<file path="src/common/eeprom_pkg.sv">
package eeprom_pkg;

    // 2 Kbyte part, the top three address bits travel in the control byte
    localparam int ADDR_W = 11;

    localparam logic [3:0] DEV_CODE = 4'b1010; // two-wire EEPROM device type

    // host request, captured when wr or rd is accepted
    typedef struct packed {
        logic              is_wr;  // 1 write, 0 read
        logic [ADDR_W-1:0] addr;
        logic [7:0]        wdata;
    } eeprom_req_t;

endpackage

</file>
<file path="src/common/i2c_pkg.sv">
package i2c_pkg;

    // one-cycle strobes, one per quarter of the SCL period
    typedef struct packed {
        logic scl_fall;  // SCL goes low
        logic low_mid;   // data may change here
        logic scl_rise;  // SCL goes high
        logic high_mid;  // sample point, also start and stop
    } i2c_phase_t;

    // request of one block on the open-drain SDA line
    typedef struct packed {
        logic sda_low; // pull SDA low
        logic sda_en;  // block owns SDA
    } i2c_drive_t;

endpackage

</file>
<file path="src/hdl/scl_gen.sv">
`timescale 1ns/1ps
module scl_gen
    import i2c_pkg::*;
#(
    parameter int CLK_DIV = 2 // cycles per quarter, 2 or more
)
(
    input  logic       CLK,
    input  logic       RESET,
    input  logic       scl_run,
    output logic       scl,
    output i2c_phase_t phase
);

    localparam int CNT_W = (CLK_DIV > 1) ? $clog2(CLK_DIV) : 1;

    logic [CNT_W-1:0] div_cnt;
    logic [1:0]       quarter; // 0 fall, 1 low_mid, 2 rise, 3 high_mid
    logic [1:0]       next_q;

    assign next_q = quarter + 2'd1;

    always_ff @(posedge CLK)
    begin
        if (RESET || !scl_run)
        begin
            div_cnt <= '0;
            quarter <= 2'd3; // parked in the high half
            scl     <= 1'b1;
            phase   <= '0;
        end
        else
        begin
            phase <= '0;
            if (div_cnt == CNT_W'(CLK_DIV - 1))
            begin
                div_cnt        <= '0;
                quarter        <= next_q;
                phase.scl_fall <= (next_q == 2'd0);
                phase.low_mid  <= (next_q == 2'd1);
                phase.scl_rise <= (next_q == 2'd2);
                phase.high_mid <= (next_q == 2'd3);
                if (next_q == 2'd0)
                    scl <= 1'b0;
                else if (next_q == 2'd2)
                    scl <= 1'b1;
            end
            else
                div_cnt <= div_cnt + 1'b1;
        end
    end

endmodule

</file>
<file path="src/hdl/byte_tx.sv">
`timescale 1ns/1ps
module byte_tx
    import i2c_pkg::*;
(
    input  logic       CLK,
    input  logic       RESET,
    input  i2c_phase_t phase,
    input  logic       tx_load,
    input  logic [7:0] tx_byte,
    input  logic       sda_in,
    output i2c_drive_t tx_drive,
    output logic       tx_done,
    output logic       tx_nack
);

    logic [7:0] shift_reg;
    logic [3:0] bit_cnt; // low_mid strobes seen, 9 per byte
    logic       active;

    always_ff @(posedge CLK)
    begin
        if (tx_load)
            shift_reg <= tx_byte;
        else if (active && phase.low_mid && bit_cnt < 4'd8)
            shift_reg <= {shift_reg[6:0], 1'b0}; // msb first
    end

    always_ff @(posedge CLK)
    begin
        if (RESET)
        begin
            active   <= 1'b0;
            bit_cnt  <= 4'd0;
            tx_drive <= '0;
            tx_done  <= 1'b0;
            tx_nack  <= 1'b0;
        end
        else
        begin
            tx_done <= 1'b0;
            if (tx_load)
            begin
                active   <= 1'b1;
                bit_cnt  <= 4'd0;
                tx_drive <= '{sda_low: 1'b0, sda_en: 1'b1};
            end
            else if (active && phase.low_mid)
            begin
                // open drain: pull for zeros, release for ones and the ack slot
                tx_drive.sda_low <= (bit_cnt < 4'd8) ? ~shift_reg[7] : 1'b0;
                bit_cnt          <= bit_cnt + 4'd1;
            end
            else if (active && phase.high_mid && bit_cnt == 4'd9)
            begin
                active   <= 1'b0;
                tx_drive <= '0;
                tx_done  <= 1'b1;
                tx_nack  <= sda_in; // high means slave did not ack
            end
        end
    end

endmodule

</file>
<file path="src/hdl/byte_rx.sv">
`timescale 1ns/1ps
module byte_rx
    import i2c_pkg::*;
(
    input  logic       CLK,
    input  logic       RESET,
    input  i2c_phase_t phase,
    input  logic       rx_start,
    input  logic       rx_last,
    input  logic       sda_in,
    output i2c_drive_t rx_drive,
    output logic       rx_done,
    output logic [7:0] rx_byte
);

    logic [7:0] shift_reg;
    logic [3:0] bit_cnt; // data bits sampled
    logic       active;
    logic       last_q;

    assign rx_byte = shift_reg;

    always_ff @(posedge CLK)
    begin
        if (active && phase.high_mid && bit_cnt < 4'd8)
            shift_reg <= {shift_reg[6:0], sda_in};
    end

    always_ff @(posedge CLK)
    begin
        if (RESET)
        begin
            active   <= 1'b0;
            bit_cnt  <= 4'd0;
            last_q   <= 1'b0;
            rx_drive <= '0;
            rx_done  <= 1'b0;
        end
        else
        begin
            rx_done <= 1'b0;
            if (rx_start)
            begin
                active  <= 1'b1;
                bit_cnt <= 4'd0;
                last_q  <= rx_last;
            end
            else if (active && phase.high_mid)
            begin
                if (bit_cnt == 4'd8)
                begin
                    active  <= 1'b0; // ack slot sampled by the slave
                    rx_done <= 1'b1;
                end
                else
                    bit_cnt <= bit_cnt + 4'd1;
            end
            else if (active && phase.low_mid && bit_cnt == 4'd8)
                rx_drive <= '{sda_low: ~last_q, sda_en: 1'b1}; // nack on last byte
            else if (!active && phase.scl_fall)
                rx_drive <= '0; // hand SDA back only with SCL low
        end
    end

endmodule

</file>
<file path="src/eeprom_ctrl/eeprom_seq.sv">
`timescale 1ns/1ps
module eeprom_seq
    import eeprom_pkg::*;
    import i2c_pkg::*;
(
    input  logic              CLK,
    input  logic              RESET,
    input  logic              wr,
    input  logic              rd,
    input  logic [ADDR_W-1:0] addr,
    input  logic [7:0]        wdata,
    input  i2c_phase_t        phase,
    input  logic              tx_done,
    input  logic              tx_nack,
    input  logic              rx_done,
    input  logic [7:0]        rx_byte,
    output logic              scl_run,
    output logic              tx_load,
    output logic [7:0]        tx_byte,
    output logic              rx_start,
    output logic              rx_last,
    output i2c_drive_t        seq_drive,
    output logic [7:0]        rdata,
    output logic              ack,
    output logic              nack_err,
    output logic              busy
);

    // one-hot main states
    localparam logic [9:0] IDLE       = 10'b00_0000_0001;
    localparam logic [9:0] START      = 10'b00_0000_0010;
    localparam logic [9:0] CTRL_WRITE = 10'b00_0000_0100;
    localparam logic [9:0] ADDR_WRITE = 10'b00_0000_1000;
    localparam logic [9:0] DATA_WRITE = 10'b00_0001_0000;
    localparam logic [9:0] RESTART    = 10'b00_0010_0000;
    localparam logic [9:0] CTRL_READ  = 10'b00_0100_0000;
    localparam logic [9:0] DATA_READ  = 10'b00_1000_0000;
    localparam logic [9:0] STOP       = 10'b01_0000_0000;
    localparam logic [9:0] DONE       = 10'b10_0000_0000;

    logic [9:0]  state;
    eeprom_req_t req;
    logic        rd_phase; // set after the repeated start of a read
    logic [7:0]  ctrl_byte;

    assign ctrl_byte = {DEV_CODE, req.addr[ADDR_W-1:8], rd_phase};

    // byte for byte_tx, valid in the tx_load cycle
    always_comb
    begin
        case (state)
            ADDR_WRITE: tx_byte = req.addr[7:0];
            DATA_WRITE: tx_byte = req.wdata;
            default:    tx_byte = ctrl_byte;
        endcase
    end

    always_ff @(posedge CLK)
    begin
        if (state == IDLE && (wr || rd))
            req <= '{is_wr: wr, addr: addr, wdata: wdata}; // wr wins over rd
    end

    always_ff @(posedge CLK)
    begin
        if (RESET)
        begin
            state     <= IDLE;
            scl_run   <= 1'b0;
            tx_load   <= 1'b0;
            rx_start  <= 1'b0;
            rx_last   <= 1'b0;
            seq_drive <= '0;
            rd_phase  <= 1'b0;
            rdata     <= 8'h00;
            ack       <= 1'b0;
            nack_err  <= 1'b0;
            busy      <= 1'b0;
        end
        else
        begin
            tx_load  <= 1'b0;
            rx_start <= 1'b0;
            ack      <= 1'b0;
            case (state)
                IDLE:
                    if (wr || rd)
                    begin
                        busy      <= 1'b1;
                        nack_err  <= 1'b0;
                        rd_phase  <= 1'b0;
                        scl_run   <= 1'b1;
                        seq_drive <= '{sda_low: 1'b1, sda_en: 1'b1}; // start, SCL still high
                        state     <= START;
                    end
                START:
                    if (phase.scl_fall)
                    begin
                        tx_load   <= 1'b1;
                        seq_drive <= '0;
                        state     <= rd_phase ? CTRL_READ : CTRL_WRITE;
                    end
                CTRL_WRITE:
                    if (tx_done)
                    begin
                        if (tx_nack)
                        begin
                            nack_err <= 1'b1;
                            state    <= STOP;
                        end
                        else
                        begin
                            tx_load <= 1'b1;
                            state   <= ADDR_WRITE;
                        end
                    end
                ADDR_WRITE:
                    if (tx_done)
                    begin
                        if (tx_nack)
                        begin
                            nack_err <= 1'b1;
                            state    <= STOP;
                        end
                        else if (req.is_wr)
                        begin
                            tx_load <= 1'b1;
                            state   <= DATA_WRITE;
                        end
                        else
                            state <= RESTART;
                    end
                DATA_WRITE:
                    if (tx_done)
                    begin
                        nack_err <= tx_nack;
                        state    <= STOP;
                    end
                RESTART:
                    if (phase.scl_fall)
                        seq_drive <= '{sda_low: 1'b0, sda_en: 1'b1}; // let SDA go high first
                    else if (phase.high_mid && seq_drive.sda_en)
                    begin
                        seq_drive <= '{sda_low: 1'b1, sda_en: 1'b1};
                        rd_phase  <= 1'b1;
                        state     <= START;
                    end
                CTRL_READ:
                    if (tx_done)
                    begin
                        if (tx_nack)
                        begin
                            nack_err <= 1'b1;
                            state    <= STOP;
                        end
                        else
                        begin
                            rx_start <= 1'b1;
                            rx_last  <= 1'b1; // single byte read, always nack
                            state    <= DATA_READ;
                        end
                    end
                DATA_READ:
                    if (rx_done)
                    begin
                        rdata <= rx_byte;
                        state <= STOP;
                    end
                STOP:
                    if (phase.scl_fall)
                        seq_drive <= '{sda_low: 1'b1, sda_en: 1'b1};
                    else if (phase.high_mid && seq_drive.sda_en)
                    begin
                        seq_drive <= '0; // SDA rises with SCL high
                        scl_run   <= 1'b0;
                        state     <= DONE;
                    end
                DONE:
                begin
                    ack   <= 1'b1;
                    busy  <= 1'b0;
                    state <= IDLE;
                end
                default:
                    state <= IDLE;
            endcase
        end
    end

endmodule

</file>
<file path="src/hdl/eeprom_master_top.sv">
`timescale 1ns/1ps
module eeprom_master_top
    import eeprom_pkg::*;
    import i2c_pkg::*;
#(
    parameter int CLK_DIV = 2
)
(
    input  logic              CLK,
    input  logic              RESET,
    input  logic              wr,
    input  logic              rd,
    input  logic [ADDR_W-1:0] addr,
    input  logic [7:0]        wdata,
    output logic [7:0]        rdata,
    output logic              ack,
    output logic              nack_err,
    output logic              busy,
    output logic              scl,
    output logic              sda_oe,
    input  logic              sda_in
);

    i2c_phase_t phase;
    i2c_drive_t seq_drive;
    i2c_drive_t tx_drive;
    i2c_drive_t rx_drive;
    logic       scl_run;
    logic       tx_load;
    logic [7:0] tx_byte;
    logic       tx_done;
    logic       tx_nack;
    logic       rx_start;
    logic       rx_last;
    logic       rx_done;
    logic [7:0] rx_byte;

    // open-drain merge, one owner at a time
    assign sda_oe = (seq_drive.sda_en & seq_drive.sda_low)
                  | (tx_drive.sda_en & tx_drive.sda_low)
                  | (rx_drive.sda_en & rx_drive.sda_low);

    eeprom_seq i_eeprom_seq (
        .CLK       (CLK),
        .RESET     (RESET),
        .wr        (wr),
        .rd        (rd),
        .addr      (addr),
        .wdata     (wdata),
        .phase     (phase),
        .tx_done   (tx_done),
        .tx_nack   (tx_nack),
        .rx_done   (rx_done),
        .rx_byte   (rx_byte),
        .scl_run   (scl_run),
        .tx_load   (tx_load),
        .tx_byte   (tx_byte),
        .rx_start  (rx_start),
        .rx_last   (rx_last),
        .seq_drive (seq_drive),
        .rdata     (rdata),
        .ack       (ack),
        .nack_err  (nack_err),
        .busy      (busy)
    );

    scl_gen #(
        .CLK_DIV (CLK_DIV)
    ) i_scl_gen (
        .CLK     (CLK),
        .RESET   (RESET),
        .scl_run (scl_run),
        .scl     (scl),
        .phase   (phase)
    );

    byte_tx i_byte_tx (
        .CLK      (CLK),
        .RESET    (RESET),
        .phase    (phase),
        .tx_load  (tx_load),
        .tx_byte  (tx_byte),
        .sda_in   (sda_in),
        .tx_drive (tx_drive),
        .tx_done  (tx_done),
        .tx_nack  (tx_nack)
    );

    byte_rx i_byte_rx (
        .CLK      (CLK),
        .RESET    (RESET),
        .phase    (phase),
        .rx_start (rx_start),
        .rx_last  (rx_last),
        .sda_in   (sda_in),
        .rx_drive (rx_drive),
        .rx_done  (rx_done),
        .rx_byte  (rx_byte)
    );

endmodule

</file>
<file path="config.mk">
export PLATFORM = sky130hd
export DESIGN_NAME = eeprom_master_top
export DESIGN_NICKNAME = d
export VERILOG_FILES = /design/src/common/eeprom_pkg.sv /design/src/common/i2c_pkg.sv /design/src/hdl/scl_gen.sv /design/src/hdl/byte_tx.sv /design/src/hdl/byte_rx.sv /design/src/eeprom_ctrl/eeprom_seq.sv /design/src/hdl/eeprom_master_top.sv
export SDC_FILE = /design/constraint.sdc
export NUM_CORES = 1
export LEC_CHECK = 0
export BUFFER_PORTS_ARGS = -buffer_cell sky130_fd_sc_hd__buf_2
export CAP_MARGIN = 25
export CORE_MARGIN = 2
export CORE_UTILIZATION = 58
export CTS_CLUSTER_DIAMETER = 80
export CTS_CLUSTER_SIZE = 25
export DETAILED_ROUTE_END_ITERATION = 7
export PLACE_DENSITY = 0.78
export SLEW_MARGIN = 10
export SYNTH_ARGS = -nofsm -noshare
export SYNTH_HDL_FRONTEND = slang
export SYNTH_SLANG_ARGS = --single-unit
</file>
<file path="constraint.sdc">
create_clock -name CLK -period 2.9 [get_ports CLK]
set_input_delay 0 -clock CLK [delete_from_list [all_inputs] [get_ports CLK]]
set_output_delay 0 -clock CLK [all_outputs]
set_load 0.01 [all_outputs]
</file>
==> impl_table.tex, run 1 <==
\begin{tabular}{lr}
\hline
Metric & Value \\
\hline
\multicolumn{2}{l}{\textbf{Final layout}} \\
Fin area & 4410 um2 \\
Multi-input gate area & 1540 um2 \\
Util after Layout & 69.4\% \\
\# nets final & 435 \\
Share of cells above drive strength 1 & 17.1\% \\
Filler-free cell count of the finished design & 486 \\
FILL cells & 464 \\
Commonest non-fill, non-tap cell in the layout & sky130\_fd\_sc\_hd\_\_dfxtp\_1 \\
Largest register FFs & 17 \\
Area overhead of the layout relative to synthesis & 15.5\% \\
Count of antenna diodes in the layout & 0 \\
Commonest cells after routing, fill and taps aside & sky130\_fd\_sc\_hd\_\_dfxtp\_1 (52), sky130\_fd\_sc\_hd\_\_edfxtp\_1 (36), sky130\_fd\_sc\_hd\_\_buf\_2 (36) \\
Register containing the most flip-flops in the final layout & i\_eeprom\_seq.req \\
Top Registers & i\_eeprom\_seq.req x17, i\_eeprom\_seq.state x10 \\
Total area of sequential cells & 2120 um2 \\
\multicolumn{2}{l}{\textbf{Timing}} \\
Setup repair after global routing missed its margin & false \\
Peak Freq & 411 MHz \\
Number of max-slew violations in the final report & 0 \\
Final count of negative-setup-slack endpoints & 0 \\
Slew headroom & 45.4\% \\
Setup tns final & 0 ns \\
Count of endpoints failing hold in the final timing report & 0 \\
Transition time of the tightest slew-check pin & 0.818 ns \\
Layout Skew & 0.00896 ns \\
Tmin final & 2.44 ns \\
Final Cycle Share & 84.0\% \\
\multicolumn{2}{l}{\textbf{Critical path}} \\
Largest delay share family, worst path & simple AND/OR/NAND/NOR gates \\
Peak per-stage delay on the critical path & 0.64 ns \\
Critical path required time & 2.94 ns \\
Crit Path Class & flop to flop \\
CP Data Arrival Time & 2.47 ns \\
Worst-path cell chain & nor4\_2 > nand4b\_1 > o21bai\_1 > inv\_1 > buf\_4 \\
Category of the worst setup path capture point & flop \\
CP Max Fanout & 21 \\
CP startpoint kind & flop \\
Crit path buffers/inverters & 2 \\
Library cell contributing the largest single delay on the critical path & sky130\_fd\_sc\_hd\_\_nor4\_2 \\
\multicolumn{2}{l}{\textbf{Placed design}} \\
Detailed-placement wirelength estimate & 5160 um \\
Cell count after placement & 449 \\
Total of buffers placed on input and output ports & 36 \\
Cell area after placement & 4010 um2 \\
Placer's final routability congestion estimate & 0.883 \\
\multicolumn{2}{l}{\textbf{Clock network}} \\
H-Tree Depth & 3 \\
Clock Tree Root & sky130\_fd\_sc\_hd\_\_clkbuf\_8 \\
Number of buffers created by CTS & 9 \\
Clock Path Buffers & 2 \\
Clock latency at the later pin of the worst-skew pair & 0.36 ns \\
Worst-path clk slew & 0.09 ns \\
Clock tree sinks & 88 \\
CTS tree & yes \\
Total of cells resized after clock tree synthesis & 0 \\
\multicolumn{2}{l}{\textbf{Logic synthesis}} \\
Number of warnings reported in the yosys synthesis log & 0 \\
Post-synthesis sequential element count & 88 \\
Most area-hungry cell type in the Yosys netlist & sky130\_fd\_sc\_hd\_\_edfxtp\_1 \\
Area of the mapped netlist & 3820 um2 \\
Net count after synthesis & 386 \\
Part of the Yosys area used for sequential elements & 55.6\% \\
Flip-flop cell with the highest count after synthesis & sky130\_fd\_sc\_hd\_\_dfxtp\_1 \\
Share of the synthesized area in the top cell type & 28.3\% \\
Largest cells by area after synthesis & sky130\_fd\_sc\_hd\_\_edfxtp\_1 (28\%), sky130\_fd\_sc\_hd\_\_dfxtp\_1 (27\%), sky130\_fd\_sc\_hd\_\_nor2\_1 (3.0\%) \\
Gate count of the mapped netlist & 355 \\
Mean instance size in the synthesized netlist & 10.8 um2 \\
Count of unique library cells instantiated by Yosys & 60 \\
Post-synth EDFFs & 36 \\
Synth async-reset ratio & 0\% \\
\multicolumn{2}{l}{\textbf{Drt}} \\
Number of violations reported at the end of detailed-routing iteration 0 & 205 \\
Routed vias & 2881 \\
Post-Route WL & 7880 um \\
Mean number of vias per cell & 5.93 \\
Average wire per cell in the routed design & 16.2 um \\
DRC violations left & 0 \\
First-pass iteration count of the detailed router & 5 \\
Remaining antenna violation count & 0 \\
\multicolumn{2}{l}{\textbf{Floorplan}} \\
Overall die area & 7250 um2 \\
Top Ports & 37 \\
Y dimension of the die & 85.1 um \\
Core Box Area & 6350 um2 \\
Starting density of the core & 60.1\% \\
Width of the die & 85.1 um \\
Site Rows & 29 \\
\multicolumn{2}{l}{\textbf{Power}} \\
Final Power & 2.83 mW \\
Leakage power total & 1.66 nW \\
PwrDens & 642 nW/um2 \\
Worst IR Drop VDD & 511 uV \\
\multicolumn{2}{l}{\textbf{Global route}} \\
Largest net degree at the start of global routing & 44 \\
First-pass GRT wire length & 13100 um \\
Number of global-route vias before repair & 2758 \\
Total gr overflow & 0 \\
Number of antenna violations at the first check in global routing & 0 \\
Overall global routing resource usage & 23.4\% \\
\multicolumn{2}{l}{\textbf{Run}} \\
\# Max-Cap Violations & 0 \\
\multicolumn{2}{l}{\textbf{Outcome}} \\
Run status & complete, no violations \\
\multicolumn{2}{l}{\textbf{Worst hold path}} \\
Type of the most critical hold path & primary input to flop \\
\hline
\end{tabular}
worst min-delay path: stages:
cell and delay [ns]:
sky130_fd_sc_hd__buf_2 0.09, sky130_fd_sc_hd__o21bai_1 0.12, sky130_fd_sc_hd__nand2_1 0.10, sky130_fd_sc_hd__a21oi_1 0.06
through the flow:
stage,hold WS [ns],setup WS (ns)
after floorplan,0.0989,0.628
after global placement,0.176,0.624
after detailed placement,0.178,0.561
after CTS,0.0377,0.527
after global routing,0.0790,0.295
final,0.0609,0.465
final timing paths:
check / slack (ns) / cells after the start / end / from
worst max-delay path: 0.46 / 5 / i_eeprom_seq.req[11] / i_eeprom_seq.state[6]
worst min-delay path: 0.06 / 4 / i_eeprom_seq.rd_phase / rd
worst max register to register: 0.46 / 5 / i_eeprom_seq.req[11] / i_eeprom_seq.state[6]
worst min register to register: 0.45 / 0 / i_byte_rx.rx_byte[7] / i_byte_rx.rx_byte[6]
report_power, final:
group,switching (mW),leakage (nW),internal [mW]
Clock,0.447,0.0914,0.345
Sequential,0.0992,0.757,1.46
Combinational,0.284,0.811,0.195
layer usage:
metal | part of all wire (%) | vias to the layer above | GRT usage [%]
met1 | 45 | 1352 | 29.8
met4 | 1.9 | 0 | 11.8
met3 | 4.7 | 16 | 5.64
met5 | 0 | - | 0
met2 | 49 | 106 | 37.3
li1 | - | 1407 | -
cells by family after synthesis:
| family | after synthesis | synth area share [%] |
|---|---|---|
| simple gates | 134 | 19.8 |
| flops | 88 | 55.6 |
| compound gates | 67 | 12.7 |
| buf+inv | 37 | 4.16 |
| mux | 12 | 3.18 |
| xor+xnor | 10 | 2.29 |
| fa+ha+maj | 7 | 2.29 |
synthesized netlist by cell type (all sizes together), types with 2 or more instances:
cell      n
or3       2
ha        7
or2       3
and3      5
a31oi     8
o2111ai   2
nor2     32
nor4      8
nor3     20
nand2    26
a21oi    16
a22oi     9
inv      16
nor4b     2
o211ai    5
and3b     2
nor2b     4
xnor2     6
nand2b    3
o211a     2
o21bai    2
clkbuf   14
o21ai     9
mux2i    11
xor2      4
nand4b    4
dfxtp    52
buf       7
and2      2
or4       3
nand3     7
nand4     5
nor3b     3
a221oi    2
edfxtp   36
timing repair:
item | CTS | global route
hold buffers | 21 | 0
setup buffers | 0 | 0
endpoints found under the hold margin | 22 | 0
layout make-up:
| class | instances | area share [%] |
|---|---|---|
| sequential | 88 | 48.1 |
| multi-input combinational | 230 | 34.9 |
| timing repair buffer | 59 | 9.19 |
| clock buffer | 10 | 3.12 |
| tap | 77 | 2.19 |
| inverter | 16 | 1.36 |
| clock inverter | 6 | 1.14 |
Note: power is estimated with default switching activity, not from simulation.
==> run 2: changes to the inputs <==
- CORE_UTILIZATION: 58 -> 53
- PLACE_DENSITY: 0.78 -> 0.75
- clock period: 2.9 -> 2.1 ns (I/O delays scaled with it)
==> run 2 against run 1 <==
- largest power group unchanged
- critical path depth is the same
- combinational power grew 74%
- sequential share of layout area shrank 2.9 points
- register-to-register slack lost 0.45 ns
- final cell count grew 9.9%
- global-route usage shrank 0.70 points
- clock power grew 49%
- critical path type unchanged
==> impl_table.tex, run 2 (synthesized netlist as in run 1, its figures left out) <==
\begin{tabular}{lr}
\hline
Metric & Value \\
\hline
\multicolumn{2}{l}{\textbf{Placed design}} \\
Placer's final routability congestion estimate & 0.906 \\
Cell area after placement & 4260 um2 \\
Total of buffers placed on input and output ports & 36 \\
Detailed-placement wirelength estimate & 5580 um \\
\multicolumn{2}{l}{\textbf{Global route}} \\
Number of antenna violations at the first check in global routing & 0 \\
Overall global routing resource usage & 22.7\% \\
Number of global-route vias before repair & 2797 \\
Largest net degree at the start of global routing & 31 \\
First-pass GRT wire length & 13300 um \\
Total gr overflow & 0 \\
\multicolumn{2}{l}{\textbf{Timing}} \\
Number of max-slew violations in the final report & 0 \\
Transition time of the tightest slew-check pin & 0.683 ns \\
Layout Skew & 0.0128 ns \\
Tmin final & 2.09 ns \\
Final Cycle Share & 99.4\% \\
Slew headroom & 54.4\% \\
Setup repair after global routing missed its margin & true \\
Count of endpoints failing hold in the final timing report & 0 \\
Peak Freq & 479 MHz \\
Final count of negative-setup-slack endpoints & 0 \\
\multicolumn{2}{l}{\textbf{Drt}} \\
DRC violations left & 0 \\
Average wire per cell in the routed design & 16.1 um \\
First-pass iteration count of the detailed router & 5 \\
Routed vias & 3063 \\
Mean number of vias per cell & 5.74 \\
Number of violations reported at the end of detailed-routing iteration 0 & 211 \\
Post-Route WL & 8570 um \\
Remaining antenna violation count & 0 \\
\multicolumn{2}{l}{\textbf{Critical path}} \\
CP Max Fanout & 6 \\
Category of the worst setup path capture point & flop \\
CP startpoint kind & flop \\
CP Data Arrival Time & 2.34 ns \\
Critical Path Start & i\_eeprom\_seq.state[4] \\
Critical path required time & 2.35 ns \\
Crit Path Class & flop to flop \\
Capture point of the worst path & i\_eeprom\_seq.state[7] \\
Length in cells of the worst reg-to-reg path & 5 \\
Reg2reg setup slack & 0.01 ns \\
End of the worst register-to-register path & i\_eeprom\_seq.state[7] \\
Startpoint of the lowest-slack register-to-register path & i\_eeprom\_seq.state[4] \\
\multicolumn{2}{l}{\textbf{Run}} \\
\# Max-Cap Violations & 0 \\
\multicolumn{2}{l}{\textbf{Outcome}} \\
Run status & complete, no violations \\
\multicolumn{2}{l}{\textbf{Clock network}} \\
CTS tree & yes \\
Clock latency at the later pin of the worst-skew pair & 0.36 ns \\
Clock tree sinks & 88 \\
Worst-path clk slew & 0.09 ns \\
Clock Path Buffers & 2 \\
H-Tree Depth & 3 \\
Clock Tree Root & sky130\_fd\_sc\_hd\_\_clkbuf\_8 \\
Number of buffers created by CTS & 9 \\
\multicolumn{2}{l}{\textbf{Power}} \\
Leakage power total & 1.81 nW \\
Switching share of power & 29.6\% \\
Sequential cell fraction of total power & 51.1\% \\
Worst IR Drop VDD & 583 uV \\
Part of the total power dissipated in combinational logic & 20.3\% \\
Clk pwr share & 28.6\% \\
Internal power component & 2.90 mW \\
Psw & 1.22 mW \\
PwrDens & 878 nW/um2 \\
\multicolumn{2}{l}{\textbf{Final layout}} \\
Share of cells above drive strength 1 & 23.7\% \\
Register containing the most flip-flops in the final layout & i\_eeprom\_seq.req \\
Util after Layout & 68.4\% \\
Commonest cells after routing, fill and taps aside & sky130\_fd\_sc\_hd\_\_dfxtp\_1 (51), sky130\_fd\_sc\_hd\_\_edfxtp\_1 (36), sky130\_fd\_sc\_hd\_\_buf\_2 (36) \\
Fin area & 4700 um2 \\
Count of antenna diodes in the layout & 0 \\
Top Registers & i\_eeprom\_seq.req x17, i\_eeprom\_seq.state x10 \\
\# nets final & 464 \\
Commonest non-fill, non-tap cell in the layout & sky130\_fd\_sc\_hd\_\_dfxtp\_1 \\
FILL cells & 518 \\
Area overhead of the layout relative to synthesis & 23.0\% \\
Largest register FFs & 17 \\
\multicolumn{2}{l}{\textbf{Floorplan}} \\
Overall die area & 7900 um2 \\
Width of the die & 88.9 um \\
Y dimension of the die & 88.9 um \\
Site Rows & 30 \\
Core Box Area & 6870 um2 \\
Starting density of the core & 55.6\% \\
Top Ports & 37 \\
\multicolumn{2}{l}{\textbf{Worst hold path}} \\
Type of the most critical hold path & primary input to flop \\
Min-delay src & RESET \\
\hline
\end{tabular}
==> run 2: power groups by stage <==
stage,Sequential [mW],Combinational (mW),Clock (mW)
finish,2.11,0.835,1.18
global route,2.13,0.905,1.26
CTS,2.10,0.812,1.20
detailed placement,2.14,0.775,0
global placement,2.13,0.771,0
floorplan,2.11,0.516,0
==> run 2: what timing repair did <==
action,CTS,global route
setup buffers,0,1
endpoints found under the setup margin,0,25
endpoints found under the hold margin,22,0
gates resized for setup,0,4
hold buffers,21,0
==> run 2: worst max-delay path, cell delays in order (launching register included) <==
cell                      delay [ns]
sky130_fd_sc_hd__dfxtp_2        0.33
sky130_fd_sc_hd__or4_4          0.54
sky130_fd_sc_hd__or4_4          0.58
sky130_fd_sc_hd__o311a_4        0.17
sky130_fd_sc_hd__nand2_4        0.08
sky130_fd_sc_hd__mux2_4         0.29
==> run 2: layout make-up <==
class | count | area (um2) | share of cell area [%]
multi-input cells | 230 | 1550 | 33.0
inverters | 16 | 61.3 | 1.31
well taps | 96 | 120 | 2.56
clock inverters | 6 | 57.6 | 1.23
clock buffers | 10 | 149 | 3.17
repair buffers | 88 | 636 | 13.5
flip-flops and latches | 88 | 2120 | 45.2
==> run 2: per-layer routing <==
metal  share of wire [%]  global-route usage [%]  routed length, um  vias up
met3                 5.5                    4.20                471       26
met1                  43                    29.9               3680     1465
met5                   0                       0                  0        -
met4                 2.8                    7.99                241        0
met2                  49                    37.7               4180      117
li1                    -                       -                  -     1455
==> run 2: worst min-delay path by stage <==
stage | endpoint | slack [ns] | cells after the start
2_1_floorplan | i_byte_rx.rx_byte[0] | 0.1 | 0
3_3_place_gp | i_eeprom_seq.req[9] | 0.18 | 1
3_5_place_dp | i_eeprom_seq.ctrl_byte[1] | 0.18 | 1
4_1_cts | i_eeprom_seq.rdata[3] | 0.10 | 2
5_1_grt | i_eeprom_seq.rdata[4] | 0.12 | 2
6_report | i_byte_rx.active | 0.12 | 2
==> run 2: metrics by stage <==
stage | TNS (ns) | setup slack [ns] | power [mW] | hold slack [ns] | cells
2_1_floorplan | -0.0354 | -0.0354 | 2.63 | 0.0989 | 355
3_3_place_gp | 0 | 0.0470 | 2.90 | 0.176 | 496
3_5_place_dp | 0 | 0.0233 | 2.91 | 0.178 | 496
4_1_cts | 0 | 0.00819 | 4.11 | 0.104 | 533
5_1_grt | -0.0874 | -0.0428 | 4.29 | 0.124 | 534
6_report | 0 | 0.0133 | 4.12 | 0.121 | 534
